**config.mk**
```make
export PLATFORM = sky130hd
export DESIGN_NAME = cpu_axi_bridge
export DESIGN_NICKNAME = d
export VERILOG_FILES = /design/src/axi_bridge_pkg.sv /design/src/cpu_axi_bridge.sv /design/src/axi_bridge_arb.sv /design/src/data_port.sv /design/src/fetch_port.sv
export SDC_FILE = /design/constraint.sdc
export NUM_CORES = 1
export LEC_CHECK = 0
export ABC_AREA = 1
export BUFFER_PORTS_ARGS = -buffer_cell sky130_fd_sc_hd__buf_2
export CAP_MARGIN = 20
export CORE_MARGIN = 8
export CORE_UTILIZATION = 49
export DETAILED_ROUTE_END_ITERATION = 7
export HOLD_SLACK_MARGIN = 0.05
export PLACE_DENSITY = 0.8
export SYNTH_ARGS = -nofsm -noshare
export SYNTH_HDL_FRONTEND = slang
export SYNTH_SLANG_ARGS = --single-unit
```
**constraint.sdc**
```tcl
create_clock -name aclk -period 4.3 [get_ports aclk]
set_input_delay 1.29 -clock aclk [delete_from_list [all_inputs] [get_ports aclk]]
set_output_delay 1.29 -clock aclk [all_outputs]
set_load 0.02 [all_outputs]
```
**src/axi_bridge_pkg.sv**
```systemverilog
package axi_bridge_pkg;

   // core and bus widths
   localparam int addr_w = 32;
   localparam int data_w = 32;
   localparam int strb_w = 4;
   localparam int id_w   = 4;
   localparam int resp_w = 2;

   // axi3 control field widths
   localparam int len_w   = 4;
   localparam int size_w  = 3;
   localparam int burst_w = 2;
   localparam int lock_w  = 2;
   localparam int cache_w = 4;
   localparam int prot_w  = 3;

   // one id per requester, responses routed back on these
   localparam logic [id_w-1:0] fetch_id = 4'd0;
   localparam logic [id_w-1:0] data_id  = 4'd1;

   // fixed transfer shape, single 4-byte incr beat
   localparam logic [size_w-1:0]  axi_size_word  = 3'd2;
   localparam logic [burst_w-1:0] axi_burst_incr = 2'b01;

   // request slot states shared by both ports
   localparam int                slot_w          = 2;
   localparam logic [slot_w-1:0] slot_empty      = 2'd0;
   localparam logic [slot_w-1:0] slot_wait_grant = 2'd1;
   localparam logic [slot_w-1:0] slot_wait_data  = 2'd2;

endpackage
```
**src/cpu_axi_bridge.sv**
```systemverilog
`timescale 1ns/10ps

module cpu_axi_bridge
   import axi_bridge_pkg::*;
(
   input  logic               aclk,
   input  logic               rst_n,
   // instruction port
   input  logic               inst_req,
   input  logic [addr_w-1:0]  inst_addr,
   input  logic               inst_cancel,
   output logic               inst_addr_ok,
   output logic               inst_valid,
   output logic [data_w-1:0]  inst_rdata,
   // data port
   input  logic               data_req,
   input  logic               data_wr,
   input  logic [addr_w-1:0]  data_addr,
   input  logic [data_w-1:0]  data_wdata,
   input  logic [strb_w-1:0]  data_wstrb,
   output logic               data_addr_ok,
   output logic               data_data_ok,
   output logic [data_w-1:0]  data_rdata,
   // ar
   output logic [id_w-1:0]    arid,
   output logic [addr_w-1:0]  araddr,
   output logic [len_w-1:0]   arlen,
   output logic [size_w-1:0]  arsize,
   output logic [burst_w-1:0] arburst,
   output logic [lock_w-1:0]  arlock,
   output logic [cache_w-1:0] arcache,
   output logic [prot_w-1:0]  arprot,
   output logic               arvalid,
   input  logic               arready,
   // r
   input  logic [id_w-1:0]    rid,
   input  logic [data_w-1:0]  rdata,
   input  logic [resp_w-1:0]  rresp,
   input  logic               rlast,
   input  logic               rvalid,
   output logic               rready,
   // aw
   output logic [id_w-1:0]    awid,
   output logic [addr_w-1:0]  awaddr,
   output logic [len_w-1:0]   awlen,
   output logic [size_w-1:0]  awsize,
   output logic [burst_w-1:0] awburst,
   output logic [lock_w-1:0]  awlock,
   output logic [cache_w-1:0] awcache,
   output logic [prot_w-1:0]  awprot,
   output logic               awvalid,
   input  logic               awready,
   // w
   output logic [id_w-1:0]    wid,
   output logic [data_w-1:0]  wdata,
   output logic [strb_w-1:0]  wstrb,
   output logic               wlast,
   output logic               wvalid,
   input  logic               wready,
   // b
   input  logic [id_w-1:0]    bid,
   input  logic [resp_w-1:0]  bresp,
   input  logic               bvalid,
   output logic               bready
);

   logic              fetch_rd_valid;
   logic [addr_w-1:0] fetch_rd_addr;
   logic              fetch_rd_grant;
   logic              fetch_rd_done;
   logic [data_w-1:0] fetch_rd_data;
   logic              data_op_valid;
   logic              data_op_write;
   logic [addr_w-1:0] data_op_addr;
   logic [data_w-1:0] data_op_wdata;
   logic [strb_w-1:0] data_op_wstrb;
   logic              data_op_grant;
   logic              data_op_done;
   logic [data_w-1:0] data_op_rdata;

   // single beat, 4 bytes, incr, normal unprivileged access
   assign arlen   = {len_w{1'b0}};
   assign arsize  = axi_size_word;
   assign arburst = axi_burst_incr;
   assign arlock  = {lock_w{1'b0}};
   assign arcache = {cache_w{1'b0}};
   assign arprot  = {prot_w{1'b0}};
   assign awlen   = {len_w{1'b0}};
   assign awsize  = axi_size_word;
   assign awburst = axi_burst_incr;
   assign awlock  = {lock_w{1'b0}};
   assign awcache = {cache_w{1'b0}};
   assign awprot  = {prot_w{1'b0}};

   fetch_port u_fetch_port (
      .aclk           (aclk),
      .rst_n          (rst_n),
      .inst_req       (inst_req),
      .inst_addr      (inst_addr),
      .inst_cancel    (inst_cancel),
      .inst_addr_ok   (inst_addr_ok),
      .inst_valid     (inst_valid),
      .inst_rdata     (inst_rdata),
      .fetch_rd_valid (fetch_rd_valid),
      .fetch_rd_addr  (fetch_rd_addr),
      .fetch_rd_grant (fetch_rd_grant),
      .fetch_rd_done  (fetch_rd_done),
      .fetch_rd_data  (fetch_rd_data)
   );

   data_port u_data_port (
      .aclk          (aclk),
      .rst_n         (rst_n),
      .data_req      (data_req),
      .data_wr       (data_wr),
      .data_addr     (data_addr),
      .data_wdata    (data_wdata),
      .data_wstrb    (data_wstrb),
      .data_addr_ok  (data_addr_ok),
      .data_data_ok  (data_data_ok),
      .data_rdata    (data_rdata),
      .data_op_valid (data_op_valid),
      .data_op_write (data_op_write),
      .data_op_addr  (data_op_addr),
      .data_op_wdata (data_op_wdata),
      .data_op_wstrb (data_op_wstrb),
      .data_op_grant (data_op_grant),
      .data_op_done  (data_op_done),
      .data_op_rdata (data_op_rdata)
   );

   axi_bridge_arb u_arb (
      .aclk           (aclk),
      .rst_n          (rst_n),
      .fetch_rd_valid (fetch_rd_valid),
      .fetch_rd_addr  (fetch_rd_addr),
      .fetch_rd_grant (fetch_rd_grant),
      .fetch_rd_done  (fetch_rd_done),
      .fetch_rd_data  (fetch_rd_data),
      .data_op_valid  (data_op_valid),
      .data_op_write  (data_op_write),
      .data_op_addr   (data_op_addr),
      .data_op_wdata  (data_op_wdata),
      .data_op_wstrb  (data_op_wstrb),
      .data_op_grant  (data_op_grant),
      .data_op_done   (data_op_done),
      .data_op_rdata  (data_op_rdata),
      .arid           (arid),
      .araddr         (araddr),
      .arvalid        (arvalid),
      .arready        (arready),
      .rid            (rid),
      .rdata          (rdata),
      .rresp          (rresp),
      .rlast          (rlast),
      .rvalid         (rvalid),
      .rready         (rready),
      .awid           (awid),
      .awaddr         (awaddr),
      .awvalid        (awvalid),
      .awready        (awready),
      .wid            (wid),
      .wdata          (wdata),
      .wstrb          (wstrb),
      .wlast          (wlast),
      .wvalid         (wvalid),
      .wready         (wready),
      .bid            (bid),
      .bresp          (bresp),
      .bvalid         (bvalid),
      .bready         (bready)
   );

endmodule

```
**src/axi_bridge_arb.sv**
```systemverilog
`timescale 1ns/10ps

module axi_bridge_arb
   import axi_bridge_pkg::*;
(
   input  logic              aclk,
   input  logic              rst_n,
   // fetch requester
   input  logic              fetch_rd_valid,
   input  logic [addr_w-1:0] fetch_rd_addr,
   output logic              fetch_rd_grant,
   output logic              fetch_rd_done,
   output logic [data_w-1:0] fetch_rd_data,
   // data requester
   input  logic              data_op_valid,
   input  logic              data_op_write,
   input  logic [addr_w-1:0] data_op_addr,
   input  logic [data_w-1:0] data_op_wdata,
   input  logic [strb_w-1:0] data_op_wstrb,
   output logic              data_op_grant,
   output logic              data_op_done,
   output logic [data_w-1:0] data_op_rdata,
   // ar
   output logic [id_w-1:0]   arid,
   output logic [addr_w-1:0] araddr,
   output logic              arvalid,
   input  logic              arready,
   // r
   input  logic [id_w-1:0]   rid,
   input  logic [data_w-1:0] rdata,
   input  logic [resp_w-1:0] rresp,
   input  logic              rlast,
   input  logic              rvalid,
   output logic              rready,
   // aw
   output logic [id_w-1:0]   awid,
   output logic [addr_w-1:0] awaddr,
   output logic              awvalid,
   input  logic              awready,
   // w
   output logic [id_w-1:0]   wid,
   output logic [data_w-1:0] wdata,
   output logic [strb_w-1:0] wstrb,
   output logic              wlast,
   output logic              wvalid,
   input  logic              wready,
   // b
   input  logic [id_w-1:0]   bid,
   input  logic [resp_w-1:0] bresp,
   input  logic              bvalid,
   output logic              bready
);

   logic              ar_free;
   logic              wr_free;
   logic              data_rd_grant;
   logic              data_wr_grant;
   logic              r_beat;
   logic [data_w-1:0] r_word;
   logic              data_r_hit;
   logic              data_b_hit;

   // one ar in flight, new grant only once the old one is taken
   assign ar_free = ~arvalid;
   // aw and w both drained before the next write
   assign wr_free = ~awvalid & ~wvalid;

   // data wins the ar channel, writes never block fetch
   assign data_rd_grant  = data_op_valid & ~data_op_write & ar_free;
   assign data_wr_grant  = data_op_valid & data_op_write & wr_free;
   assign data_op_grant  = data_rd_grant | data_wr_grant;
   assign fetch_rd_grant = fetch_rd_valid & ar_free & ~(data_op_valid & ~data_op_write);

   always_ff @(posedge aclk or negedge rst_n) begin
      if (!rst_n) begin
         arvalid <= 1'b0;
         awvalid <= 1'b0;
         wvalid  <= 1'b0;
      end else begin
         if (data_rd_grant || fetch_rd_grant) begin
            arvalid <= 1'b1;
         end else if (arready) begin
            arvalid <= 1'b0;
         end
         // aw and w rise together, drop each on its own ready
         if (data_wr_grant) begin
            awvalid <= 1'b1;
            wvalid  <= 1'b1;
         end else begin
            if (awready) awvalid <= 1'b0;
            if (wready) wvalid <= 1'b0;
         end
      end
   end

   // channel payload registers, held while valid is up
   always_ff @(posedge aclk) begin
      if (data_rd_grant) begin
         araddr <= data_op_addr;
         arid   <= data_id;
      end else if (fetch_rd_grant) begin
         araddr <= fetch_rd_addr;
         arid   <= fetch_id;
      end
      if (data_wr_grant) begin
         awaddr <= data_op_addr;
         wdata  <= data_op_wdata;
         wstrb  <= data_op_wstrb;
      end
   end

   // writes only ever come from the data side
   assign awid  = data_id;
   assign wid   = data_id;
   assign wlast = 1'b1;

   // responses always accepted
   assign rready = 1'b1;
   assign bready = 1'b1;

   assign r_beat = rvalid & rready & rlast;
   // slverr or decerr reads back as all ones
   assign r_word = rresp[1] ? {data_w{1'b1}} : rdata;

   // route by id
   assign fetch_rd_done = r_beat & (rid == fetch_id);
   assign fetch_rd_data = r_word;
   assign data_r_hit    = r_beat & (rid == data_id);
   assign data_b_hit    = bvalid & bready & (bid == data_id);
   assign data_op_done  = data_r_hit | data_b_hit;
   // write status rides in the low bits on a b beat
   assign data_op_rdata = data_b_hit ? {{(data_w-resp_w){1'b0}}, bresp} : r_word;

endmodule

```
**src/data_port.sv**
```systemverilog
`timescale 1ns/10ps

module data_port
   import axi_bridge_pkg::*;
(
   input  logic              aclk,
   input  logic              rst_n,
   // core side
   input  logic              data_req,
   input  logic              data_wr,
   input  logic [addr_w-1:0] data_addr,
   input  logic [data_w-1:0] data_wdata,
   input  logic [strb_w-1:0] data_wstrb,
   output logic              data_addr_ok,
   output logic              data_data_ok,
   output logic [data_w-1:0] data_rdata,
   // arbiter side
   output logic              data_op_valid,
   output logic              data_op_write,
   output logic [addr_w-1:0] data_op_addr,
   output logic [data_w-1:0] data_op_wdata,
   output logic [strb_w-1:0] data_op_wstrb,
   input  logic              data_op_grant,
   input  logic              data_op_done,
   input  logic [data_w-1:0] data_op_rdata
);

   logic [slot_w-1:0] state;
   logic [slot_w-1:0] state_nxt;
   logic              write_q;
   logic [addr_w-1:0] addr_q;
   logic [data_w-1:0] wdata_q;
   logic [strb_w-1:0] wstrb_q;

   assign data_addr_ok  = data_req & (state == slot_empty);
   assign data_op_valid = (state == slot_wait_grant);

   // whole request held as one until done
   assign data_op_write = write_q;
   assign data_op_addr  = addr_q;
   assign data_op_wdata = wdata_q;
   assign data_op_wstrb = wstrb_q;

   always_comb begin
      state_nxt = state;
      case (state)
         slot_empty: begin
            if (data_addr_ok) state_nxt = slot_wait_grant;
         end
         slot_wait_grant: begin
            if (data_op_grant) state_nxt = slot_wait_data;
         end
         slot_wait_data: begin
            if (data_op_done) state_nxt = slot_empty;
         end
         default: state_nxt = slot_empty;
      endcase
   end

   always_ff @(posedge aclk or negedge rst_n) begin
      if (!rst_n) begin
         state        <= slot_empty;
         write_q      <= 1'b0;
         data_data_ok <= 1'b0;
      end else begin
         state <= state_nxt;
         // direction kept with the slot, not sampled again later
         if (data_addr_ok) write_q <= data_wr;
         // one pulse per op, read or write
         data_data_ok <= data_op_done;
      end
   end

   // request payload
   always_ff @(posedge aclk) begin
      if (data_addr_ok) begin
         addr_q  <= data_addr;
         wdata_q <= data_wdata;
         wstrb_q <= data_wstrb;
      end
   end

   // load data only, write status is not passed up
   always_ff @(posedge aclk) begin
      if (data_op_done && !write_q) data_rdata <= data_op_rdata;
   end

endmodule

```
**src/fetch_port.sv**
```systemverilog
`timescale 1ns/10ps

module fetch_port
   import axi_bridge_pkg::*;
(
   input  logic              aclk,
   input  logic              rst_n,
   // core side
   input  logic              inst_req,
   input  logic [addr_w-1:0] inst_addr,
   input  logic              inst_cancel,
   output logic              inst_addr_ok,
   output logic              inst_valid,
   output logic [data_w-1:0] inst_rdata,
   // arbiter side
   output logic              fetch_rd_valid,
   output logic [addr_w-1:0] fetch_rd_addr,
   input  logic              fetch_rd_grant,
   input  logic              fetch_rd_done,
   input  logic [data_w-1:0] fetch_rd_data
);

   logic [slot_w-1:0] state;
   logic [slot_w-1:0] state_nxt;
   logic [addr_w-1:0] addr_q;
   logic              cancelled;
   logic              drop;

   // accept only into an empty slot
   assign inst_addr_ok   = inst_req & (state == slot_empty);
   assign fetch_rd_valid = (state == slot_wait_grant);
   assign fetch_rd_addr  = addr_q;

   // a cancel in the done cycle itself also kills the result
   assign drop = cancelled | inst_cancel;

   always_comb begin
      state_nxt = state;
      case (state)
         slot_empty: begin
            if (inst_addr_ok) state_nxt = slot_wait_grant;
         end
         slot_wait_grant: begin
            if (fetch_rd_grant) state_nxt = slot_wait_data;
         end
         slot_wait_data: begin
            if (fetch_rd_done) state_nxt = slot_empty;
         end
         default: state_nxt = slot_empty;
      endcase
   end

   always_ff @(posedge aclk or negedge rst_n) begin
      if (!rst_n) begin
         state      <= slot_empty;
         cancelled  <= 1'b0;
         inst_valid <= 1'b0;
      end else begin
         state <= state_nxt;
         // sticky until the slot drains
         if (fetch_rd_done) begin
            cancelled <= 1'b0;
         end else if (inst_cancel && state != slot_empty) begin
            cancelled <= 1'b1;
         end
         inst_valid <= fetch_rd_done & ~drop;
      end
   end

   // latched fetch address and returned word
   always_ff @(posedge aclk) begin
      if (inst_addr_ok) addr_q <= inst_addr;
      if (fetch_rd_done && !drop) inst_rdata <= fetch_rd_data;
   end

endmodule

```
After elaboration in Yosys (flattened, before gate mapping) --
Index checks and enable logic that the tools add are counted.
Operators by class: eq/ne operators 12, muxes and demuxes 20, bitwise gates (word level) 23, reduce and logical (&&, ||, !) cells 17
Operators with widths (count):
- 2-to-1 mux 32 bit | 3
- AND 1 bit | 14
- 2-to-1 mux 2 bit | 7
- case mux 2 bit (3 select lines) | 2
- nonzero test 2 bit | 6
- == test 4 x 1 -> 1 bit (second input constant) | 2
- 2-to-1 mux 1 bit | 8
- inequality test 2 bit (second input constant) | 4
- inverter 1 bit | 6
- AND reduction 3 bit | 2
- == test 2 x 1 -> 1 bit (second input constant) | 2
- == test 2 bit (second input constant) | 2
- zero test 2 bit | 2
- zero test 4 bit | 1
- inequality test 2 x 1 -> 1 bit (second input constant) | 2
- logical AND 1 bit | 3
- OR 1 bit | 3
- zero test 1 bit | 2
- logical OR 1 bit | 1
Storage, ports and cells: register bits after elaboration 276, input bits 156, output and inout bits 222, word-level logic and storage cells 93

Depth between registers and ports, before layout --
Gate-level depths: netlist of the first run.
depth after elaboration 6, depth in mapped cells 6, mapped depth without buffers 6

Cells and area by module --
Synthesis of the first run repeated with hierarchy kept, for this count alone.
Unflattened totals: cell total of the unflattened synthesis 597, area total of the unflattened synthesis 9813.2 µm²
Modules (own cells, without submodules):
- axi_bridge_arb | times used 1, cells each 355, area each 4266.6 µm², sequential area each 3098.0 µm²
- data_port | times used 1, cells each 120, area each 3178.0 µm², sequential area each 3103.0 µm²
- fetch_port | times used 1, cells each 84, area each 2090.8 µm², sequential area each 2021.9 µm²
- cpu_axi_bridge | times used 1, cells each 38, area each 277.8 µm², sequential area each 0.0 µm²

Worst setup path before layout of the first run --
No wires, ideal clock.
path kind input -> output, start in data_req, end out data_addr_ok, arrival 2.812 ns, required time 3.010 ns, path slack 0.198 ns, cell stages on the path 2, path buffers 0, cell sequence nand2_1 > inv_1
On the way: cells in the longest elaborated chain, start to end 1
RTL lines:
- start, declared | RTL line cpu_axi_bridge.sv:16 | input logic data_req,
- AND 1 bit | RTL line data_port.sv:35 | assign data_addr_ok = data_req & (state == slot_empty);
- end, declared | RTL line cpu_axi_bridge.sv:21 | output logic data_addr_ok,
No other way between the ends.

Final worst setup path of the first run --
start in inst_req, end out inst_addr_ok
On the way: cells in the longest elaborated chain, start to end 1
RTL lines:
- start, declared | RTL line cpu_axi_bridge.sv:9 | input logic inst_req,
- AND 1 bit | RTL line fetch_port.sv:30 | assign inst_addr_ok = inst_req & (state == slot_empty);
- end, declared | RTL line cpu_axi_bridge.sv:12 | output logic inst_addr_ok,
No other way between the ends.

==> results of run 1 <==
stage by stage:
| stage | utilization | worst slack [ps] |
|---|---|---|
| floorplan | - | 198.1 |
| global placement | 0.5889 | 1180 |
| detailed placement | 0.5889 | 1171 |
| CTS | 0.6324 | 1167 |
| global route | 0.6327 | 1147 |
| finish | 0.6327 | 1163 |
final timing paths:
kind	from	end	slack [ps]	cells past startpoint
min in group asynchronous	rst_n	u_data_port.data_op_write	660	1
worst min register to register	u_data_port.data_op_wdata[1]	u_arb.wdata[1]	410	0
worst max register to register	u_arb.arvalid	u_arb.araddr[17]	2050	3
worst max-delay path	inst_req	inst_addr_ok	1160	4
max in group asynchronous	rst_n	u_arb.arvalid	3420	1
worst min-delay path	u_data_port.data_op_wdata[1]	u_arb.wdata[1]	410	0
metal layers:
metal	vias up	GRT usage	share of wire
li1	2650	-	-
met2	319	0.3183	0.51
met5	-	0	0.0013
met1	2607	0.1834	0.34
met3	43	0.07376	0.12
met4	4	0.05757	0.024
placed cells by master (no fill, tap or decap):
| cell type | instances |
|---|---|
| inv_1 | 43 |
| nor2_4 | 3 |
| nand2_1 | 113 |
| nand3_2 | 1 |
| clkbuf_1 | 12 |
| or2_2 | 3 |
| nor2_2 | 1 |
| edfxtp_1 | 264 |
| nor2_1 | 72 |
| nand3_4 | 1 |
| clkinv_1 | 4 |
| dfxtp_1 | 1 |
| diode_2 | 2 |
| buf_12 | 1 |
| inv_6 | 1 |
| nand3_1 | 7 |
| clkinv_2 | 5 |
| nand4_1 | 1 |
| buf_2 | 326 |
| buf_4 | 4 |
| o21ai_0 | 3 |
| nand2_2 | 5 |
| clkbuf_16 | 27 |
| conb_1 | 50 |
| o211ai_1 | 1 |
| a21oi_1 | 1 |
| a21oi_4 | 1 |
| dfrtp_1 | 11 |
| bufinv_16 | 3 |
| inv_2 | 2 |
final cells by class:
| type | count | area (sq um) |
|---|---|---|
| Antenna cell | 2 | 5.005 |
| Clock buffer | 39 | 720.7 |
| Clock inverter | 11 | 130.1 |
| Fill cell | 1426 | 7172 |
| Inverter | 47 | 177.7 |
| Multi-Input combinational cell | 263 | 1085 |
| Sequential cell | 276 | 8223 |
| Tap cell | 265 | 331.6 |
| Timing Repair Buffer | 331 | 1682 |
worst max-delay path, cell delays in order:
cell      delay, ps
buf_2           100
nand2_1          90
clkinv_1        160
buf_2           200
power by group through the flow:
stage	Sequential (mW)	Clock [mW]	Combinational, mW
final	3.81	2.26	1.50
after global placement	3.84	0	1.49
after CTS	3.82	2.31	1.53
after detailed placement	3.87	0	1.52
after floorplan	4.21	0	0.599
after global routing	3.86	2.40	1.63
state kept, by name, summed over array words and instances, names as in the netlist, 2 cells and up:
| signal | count |
|---|---|
| u_data_port.data_rdata | 32 |
| u_fetch_port.fetch_rd_addr | 32 |
| u_arb.wdata | 32 |
| u_arb.wstrb | 4 |
| u_data_port.data_op_wdata | 32 |
| u_arb.araddr | 32 |
| u_data_port.data_op_addr | 32 |
| u_data_port.data_op_wstrb | 4 |
| u_arb.awaddr | 32 |
| u_data_port.state | 2 |
| u_fetch_port.inst_rdata | 32 |
| u_fetch_port.state | 2 |
cell families after synthesis:
group                  count (synthesis)  synth area share
DFF                                  276            0.8425
buffers and inverters                109           0.06730
and+or+nand+nor                      207           0.08614
other                                  2         0.0007694
AOI/OAI and AO/OA                      6          0.003333
==> results.yml, run 1 <==
worst_hold_path:
  hp-class: "flip-flop to flip-flop"
clocking:
  clkTransAtPathRegs_ps: 60
  cts_buffers: 27
  post_cts_buffers: 0
  insertion_delay_ps: 530
  cts_tree: "yes"
  clock-sinks: 276
  postCtsHoldBufs: 0
  ctsHtreeMaxLevel: 1
  clock_path_buffers: 3
  cts_root_buffer: "clkbuf_16"
  ctsResizeCount: 0
die:
  ios: 378
  die_y_microns: 157.1
  die-area_sq_um: 24690
  core_area_sq_um: 19530
  rows: 51
  die_w_microns: 157.1
  start_util: 0.4999
yosys:
  synth_seq_area_share: 0.8425
  syn_area_sq_um: 9761
  synth.top_cell.area_share: 0.8122
  ys_seq_elements: 276
  synth-edff-count: 264
  yosys_warnings: 0
  async_flop_share: 0.03986
  synth_commonest_cells: "264 x edfxtp_1, 114 x nand2_1, 74 x nor2_1, 53 x buf_4, 45 x inv_1"
  synth_top_flop_cell: "edfxtp_1"
  synth.top_cells.by_area: "edfxtp_1 81%, nand2_1 4.4%, buf_4 4.1%"
  syn_inst: 600
  synth_largest_area_cell: "edfxtp_1"
  ys_types: 22
  yosysMostFrequentCell: "edfxtp_1"
  syn_area_per_cell_sq_um: 16.27
critical_path:
  worst-path-max-fanout: 2
  required_ps: 3010
  cp.arrival_ps: 1850
  path_class: "input pin to output port"
  timing.critical_path.to_type: "output port"
  critPathLaunchType: "input pin"
timing:
  finClkSkew_ps: 24.51
  slew_violations: 0
  hold_slack_ps: 414.0
  fin_crit_ps: 3137
  hold_viol_final: 0
  fin_tns_setup_ps: 0
  period_share: 0.7296
  grt_setup_unrepaired: "no"
  setup_viol: 0
  worstMarginPinSlew_ps: 1084
  fmax_mhz: 318.8
  max_slew_margin: 0.2758
placement:
  place_inst: 1182
  gp_congestion: 0.7881
  placed_area_sq_um: 11500
  hpwl_microns: 16810
  port-buffer-count: 326
power:
  leakage_nw: 5.117
  power_mw: 7.568
  switching_power_mw: 2.209
  ir_drop_mv: 0.4818
  intPower_mw: 5.360
  power.density_nw_per_um2: 612.6
  swShare: 0.2918
  p_clk_frac: 0.298
  combPwrFrac: 0.198
  p_seq_frac: 0.504
routing:
  wl_per_cell_microns: 18.70
  first_pass_iters: 5
  drt-initial-drc-count: 343
  drt_wl_total_microns: 23080
  drt.antenna.violating_nets: 0
  drc_errors: 0
  dr_total_vias: 5623
  vias_per_cell: 4.557
grt:
  overflow: 0
  grt_pass1_vias: 5961
  grtUsageTotal: 0.1767
  antenna_found_initial: 4
  grt_pass1_wl_microns: 32890
  grt_max_degree: 40
job:
  maxCapViolCount: 0
layout:
  drive_above_1_share: 0.3971
  fin_cells: 1234
  stdcell_area_sq_um: 12350
  fin_nets: 1102
  syn_to_final_growth_pct: 26.57
outcome:
  status: "complete, no violations"
No activity file was read; power rests on OpenSTA's default activity.
==> run 2: changes to the inputs <==
==> constraint.sdc (replaced) <==
create_clock -name aclk -period 3.1 [get_ports aclk]
set_input_delay 0.93 -clock aclk [delete_from_list [all_inputs] [get_ports aclk]]
set_output_delay 0.93 -clock aclk [all_outputs]
set_load 0.02 [all_outputs]
==> run 2 against run 1 <==
Power is 39% higher; die area unchanged; worst hold slack got worse by 150 ps; wire length shrank 1.1%; sequential share of layout area decreased by 0.32 points; core utilization increased by 0.30 points; combinational power increased by 36%; final cell count is 0.57% higher; largest power group unchanged; highest routed layer unchanged.
==> results.yml, run 2 (synthesis gave the netlist of run 1 again) <==
clocking:
  clock-sinks: 276
  post_cts_buffers: 0
  clkTransAtPathRegs_ps: 60
  cts_buffers: 28
  ctsHtreeMaxLevel: 1
  clock_path_buffers: 3
  insertion_delay_ps: 520
  postCtsHoldBufs: 0
  cts_root_buffer: "clkbuf_16"
  cts_tree: "yes"
  ctsResizeCount: 0
timing:
  worstMarginPinSlew_ps: 946.4
  fin_crit_ps: 2415
  fin_tns_setup_ps: 0
  max_slew_margin: 0.3676
  period_share: 0.7790
  setup_viol: 0
  hold_slack_ps: 267.3
  slew_violations: 0
  fmax_mhz: 414.1
  grt_setup_unrepaired: "no"
  hold_viol_final: 0
  finClkSkew_ps: 14.73
layout:
  final_common_cell: "buf_2"
  fin_cells: 1241
  fin_nets: 1105
  drive_above_1_share: 0.4035
  stdcell_area_sq_um: 12410
  syn_to_final_growth_pct: 27.18
  seqCellArea_sq_um: 8223
  layout_common_cells: "326 x buf_2, 264 x edfxtp_1, 113 x nand2_1, 72 x nor2_1, 50 x conb_1"
  multiInputGateArea_sq_um: 1085
  fillers: 1446
outcome:
  status: "complete, no violations"
grt:
  grt_pass1_wl_microns: 32400
  overflow: 0
  grt_max_degree: 71
  antenna_found_initial: 8
  grtUsageTotal: 0.1736
  grt_pass1_vias: 5782
critical_path:
  path_class: "flip-flop to output port"
  cp.arrival_ps: 1480
  timing.critical_path.to_type: "output port"
  required_ps: 2170
  worst-path-max-fanout: 3
  critPathLaunchType: "flip-flop"
placement:
  place_inst: 1184
  port-buffer-count: 326
  placed_area_sq_um: 11520
  gp_congestion: 0.8003
  hpwl_microns: 16560
die:
  die_w_microns: 157.1
  start_util: 0.4999
  core_area_sq_um: 19530
  ios: 378
  die-area_sq_um: 24690
  die_y_microns: 157.1
  rows: 51
routing:
  drt.antenna.violating_nets: 0
  drc_errors: 0
  drt_wl_total_microns: 22830
  wl_per_cell_microns: 18.40
  dr_total_vias: 5664
  first_pass_iters: 4
  vias_per_cell: 4.564
  drt-initial-drc-count: 355
power:
  ir_drop_mv: 0.5362
  leakage_nw: 5.143
  power.density_nw_per_um2: 847.0
job:
  maxCapViolCount: 0
worst_hold_path:
  hp-class: "input pin to asynchronous set/reset pin"
## run 2: cell types whose count changed in the layout (fill, tap and decap cells not counted)
cell	delta
clkbuf_1	-8
diode_2	+5
clkinvlp_4	+3
buf_4	+2
clkbuf_16	+2
clkinv_1	+2
bufinv_16	-1
clkinv_2	+1
inv_1	+1
inv_6	-1
inv_8	+1
## run 2: path summary, 6_finish.rpt
kind	start	end	slack (ps)	cells past startpoint
min reg2reg	u_data_port.data_op_wdata[14]	u_arb.wdata[14]	410	0
max in group asynchronous	rst_n	u_arb.awvalid	2620	1
max reg2reg	u_data_port.state[1]	u_arb.wdata[12]	1120	4
min	rst_n	u_arb.arvalid	270	1
max	u_fetch_port.state[0]	inst_addr_ok	690	4
min in group aclk	u_data_port.data_op_wdata[14]	u_arb.wdata[14]	410	0
## run 2: per-layer routing
layer / vias up / track usage / wire, microns
li1: 2668 / - / -
met3: 41 / 0.03290 / 1708
met2: 272 / 0.3237 / 12390
met4: 2 / 0.06482 / 586
met1: 2681 / 0.1933 / 8144
met5: - / 0 / 9
## run 2: report_power, final
| part | switching (mW) | total, mW | leakage [nW] | internal [mW] |
|---|---|---|---|---|
| logic | 1.53 | 2.04 | 2.15 | 0.508 |
| clock network | 1.31 | 3.18 | 0.430 | 1.87 |
| registers | 0.227 | 5.29 | 2.57 | 5.07 |
## run 2: layout make-up
type	count	share of cell area
well taps	265	0.02671
diodes	7	0.001411
inverters	47	0.01451
repair buffers	333	0.1367
clock buffers	33	0.05967
multi-input cells	263	0.08739
flip-flops and latches	276	0.6624
clock inverters	17	0.01119
## run 2: worst max-delay path, stage by stage (launching register included)
cell     delay, ps
dfrtp_1        390
nor2_1         170
nand2_1         90
inv_1          130
buf_2          190
## run 2: stage by stage
stage	total power [mW]	util	setup slack [ps]
global placement	7.382	0.5898	685.7
CTS	10.64	0.6348	610.6
global route	10.95	0.6357	554.8
finish	10.51	0.6357	685.1
detailed placement	7.452	0.5898	648.0
floorplan	6.667	-	65.84
==> run 3: changes to the inputs <==
--- a/config.mk
+++ b/config.mk
@@ -9,10 +9,10 @@
 export BUFFER_PORTS_ARGS = -buffer_cell sky130_fd_sc_hd__buf_2
 export CAP_MARGIN = 20
 export CORE_MARGIN = 8
-export CORE_UTILIZATION = 49
+export CORE_UTILIZATION = 44
 export DETAILED_ROUTE_END_ITERATION = 7
 export HOLD_SLACK_MARGIN = 0.05
-export PLACE_DENSITY = 0.8
+export PLACE_DENSITY = 0.76
 export SYNTH_ARGS = -nofsm -noshare
 export SYNTH_HDL_FRONTEND = slang
 export SYNTH_SLANG_ARGS = --single-unit
==> constraint.sdc (replaced) <==
create_clock -name aclk -period 2 [get_ports aclk]
set_input_delay 0.6 -clock aclk [delete_from_list [all_inputs] [get_ports aclk]]
set_output_delay 0.6 -clock aclk [all_outputs]
set_load 0.02 [all_outputs]
==> run 3 against run 2 <==
Die area grew 10%; clock power grew 52%; the flow now finishes with violations (setup timing); highest routed layer unchanged; via count grew 0.79%; worst hold slack lost 26 ps.
==> results.yml, run 3 (synthesis gave the netlist of run 1 again) <==
timing:
  worst_slack_ps: -15.90
  grt_setup_unrepaired: "yes"
  fin_tns_setup_ps: -18.62
  slew_violations: 0
  fin_crit_ps: 2016
  worstMarginPinSlew_ps: 598.6
  period_share: 1.008
  hold_viol_final: 0
  finClkSkew_ps: 13.66
  fmax_mhz: 496.1
  setup_viol: 2
  max_slew_margin: 0.6009
critical_path:
  rrSetupSlack_ps: 330
  rr_startpoint: "u_fetch_port.state[1]"
  worst-path-max-fanout: 2
  critPathLaunch: "u_data_port.state[1]"
  timing.critical_path.to_type: "output port"
  cp_top_family: "flip-flops"
  required_ps: 1400
  path_class: "flip-flop to output port"
  cp.arrival_ps: 1420
  crit_buf_inv: 2
  cp_slowest_cell: "dfrtp_2"
  critPathLaunchType: "flip-flop"
  cp_cell_sequence: "nor2_4, nand2_8, clkinvlp_4, buf_6"
  cpPeakStageDelay_ps: 430
routing:
  vias_per_cell: 4.513
  dr_total_vias: 5709
  drc_errors: 0
  first_pass_iters: 4
  drt-initial-drc-count: 386
  wl_per_cell_microns: 18.85
  drt_wl_total_microns: 23850
  drt.antenna.violating_nets: 0
clocking:
  ctsHtreeMaxLevel: 1
  cts_tree: "yes"
  cts_buffers: 28
  cts_root_buffer: "clkbuf_16"
  clock-sinks: 276
  insertion_delay_ps: 530
  clkTransAtPathRegs_ps: 70
  clock_path_buffers: 3
power:
  combPwrFrac: 0.213
  ir_drop_mv: 0.8705
  intPower_mw: 11.56
  p_clk_frac: 0.292
  power.density_nw_per_um2: 1309
  switching_power_mw: 4.962
  p_seq_frac: 0.495
  swShare: 0.3003
  leakage_nw: 5.204
  power_mw: 16.53
grt:
  grt_pass1_wl_microns: 34120
  antenna_found_initial: 5
  grt_max_degree: 71
  grtUsageTotal: 0.1667
  grt_pass1_vias: 6056
  overflow: 0
die:
  die-area_sq_um: 27210
  core_area_sq_um: 21820
  rows: 54
  ios: 378
  die_y_microns: 164.9
  die_w_microns: 164.9
  start_util: 0.4473
layout:
  fillers: 1735
  final_common_cell: "buf_2"
  layout_common_cells: "324 x buf_2, 264 x edfxtp_1, 111 x nand2_1, 70 x nor2_1, 50 x conb_1"
  fin_nets: 1119
  stdcell_area_sq_um: 12630
  drive_above_1_share: 0.4251
  syn_to_final_growth_pct: 29.36
placement:
  port-buffer-count: 326
  hpwl_microns: 17540
  dp_slack_ps: 118.0
  placed_area_sq_um: 11690
  gp_congestion: 0.7790
worst_hold_path:
  hp-class: "input pin to flip-flop"
  hold_start: "inst_addr[13]"
job:
  maxCapViolCount: 0
outcome:
  status: "finished with violations"
  failed_checks: "setup timing"
-- run 3: cell types whose count changed in the layout (fill, tap and decap cells not counted), sizes merged --
cell / delta
diode: -3
clkinv: +1
clkbuf: -3
dlygate4sd3: +1
clkinvlp: +3
buf: +13
inv: -2
bufinv: -1
-- run 3: worst reg2reg max path: cells and delay by family, from the launching register on --
kind / cells / cell delay, ps
and+or+nand+nor: 3 / 500
buffers and inverters: 2 / 440
DFF: 1 / 390
-- run 3: power by group through the flow --
stage / Combinational (mW) / Clock (mW) / Sequential (mW)
6_report: 3.52 / 4.82 / 8.19
5_1_grt: 3.86 / 5.14 / 8.30
4_1_cts: 3.61 / 4.93 / 8.20
3_5_place_dp: 3.49 / 0 / 8.31
3_3_place_gp: 3.45 / 0 / 8.27
2_1_floorplan: 1.35 / 0 / 9.03
-- run 3: final cells by class --
class	count	area [sq um]	share of cell area
Clock inverter	18	121.4	0.009612
Timing Repair Buffer	347	1879	0.1488
Clock buffer	30	729.5	0.05777
Antenna cell	4	10.01	0.0007928
Multi-Input combinational cell	263	1124	0.08899
Sequential cell	276	8228	0.6517
Inverter	47	183.9	0.01457
Tap cell	280	350.3	0.02775
-- run 3: stage by stage --
step                        util  std cells  hold slack, ps
after floorplan                -        648           304.4
after global placement    0.5354       1206           400.1
after detailed placement  0.5354       1206           404.5
after CTS                 0.5774       1259           218.3
after global routing      0.5782       1262           212.9
final                     0.5785       1265           241.3
-- run 3: path summary, 6_finish.rpt --
| kind | endpoint | depth (start not counted) |
|---|---|---|
| worst min register to register | u_arb.wdata[11] | 0 |
| min in group asynchronous | u_fetch_port.inst_valid | 2 |
| worst max-delay path | data_addr_ok | 4 |
| worst min-delay path | u_fetch_port.fetch_rd_addr[13] | 1 |
| worst max register to register | u_arb.araddr[28] | 5 |
| max in group asynchronous | u_arb.wvalid | 2 |
-- run 3: what timing repair did --
| action | 4_1_cts | 5_1_grt |
|---|---|---|
| setup endpoints to repair | 2 | 2 |
| pin swaps | 2 | 1 |
| hold endpoints to repair | 11 | 0 |
| gates resized for setup | 9 | 0 |
| hold buffers | 1 | 0 |
| buffers inserted | 4 | 2 |
-- run 3: per-layer routing --
layer / vias up / global-route usage / share of wire
li1: 2686 / - / -
met1: 2678 / 0.1825 / 0.34
met2: 298 / 0.2940 / 0.51
met3: 41 / 0.06780 / 0.13
met4: 6 / 0.04586 / 0.020
met5: - / 0 / 0.0015
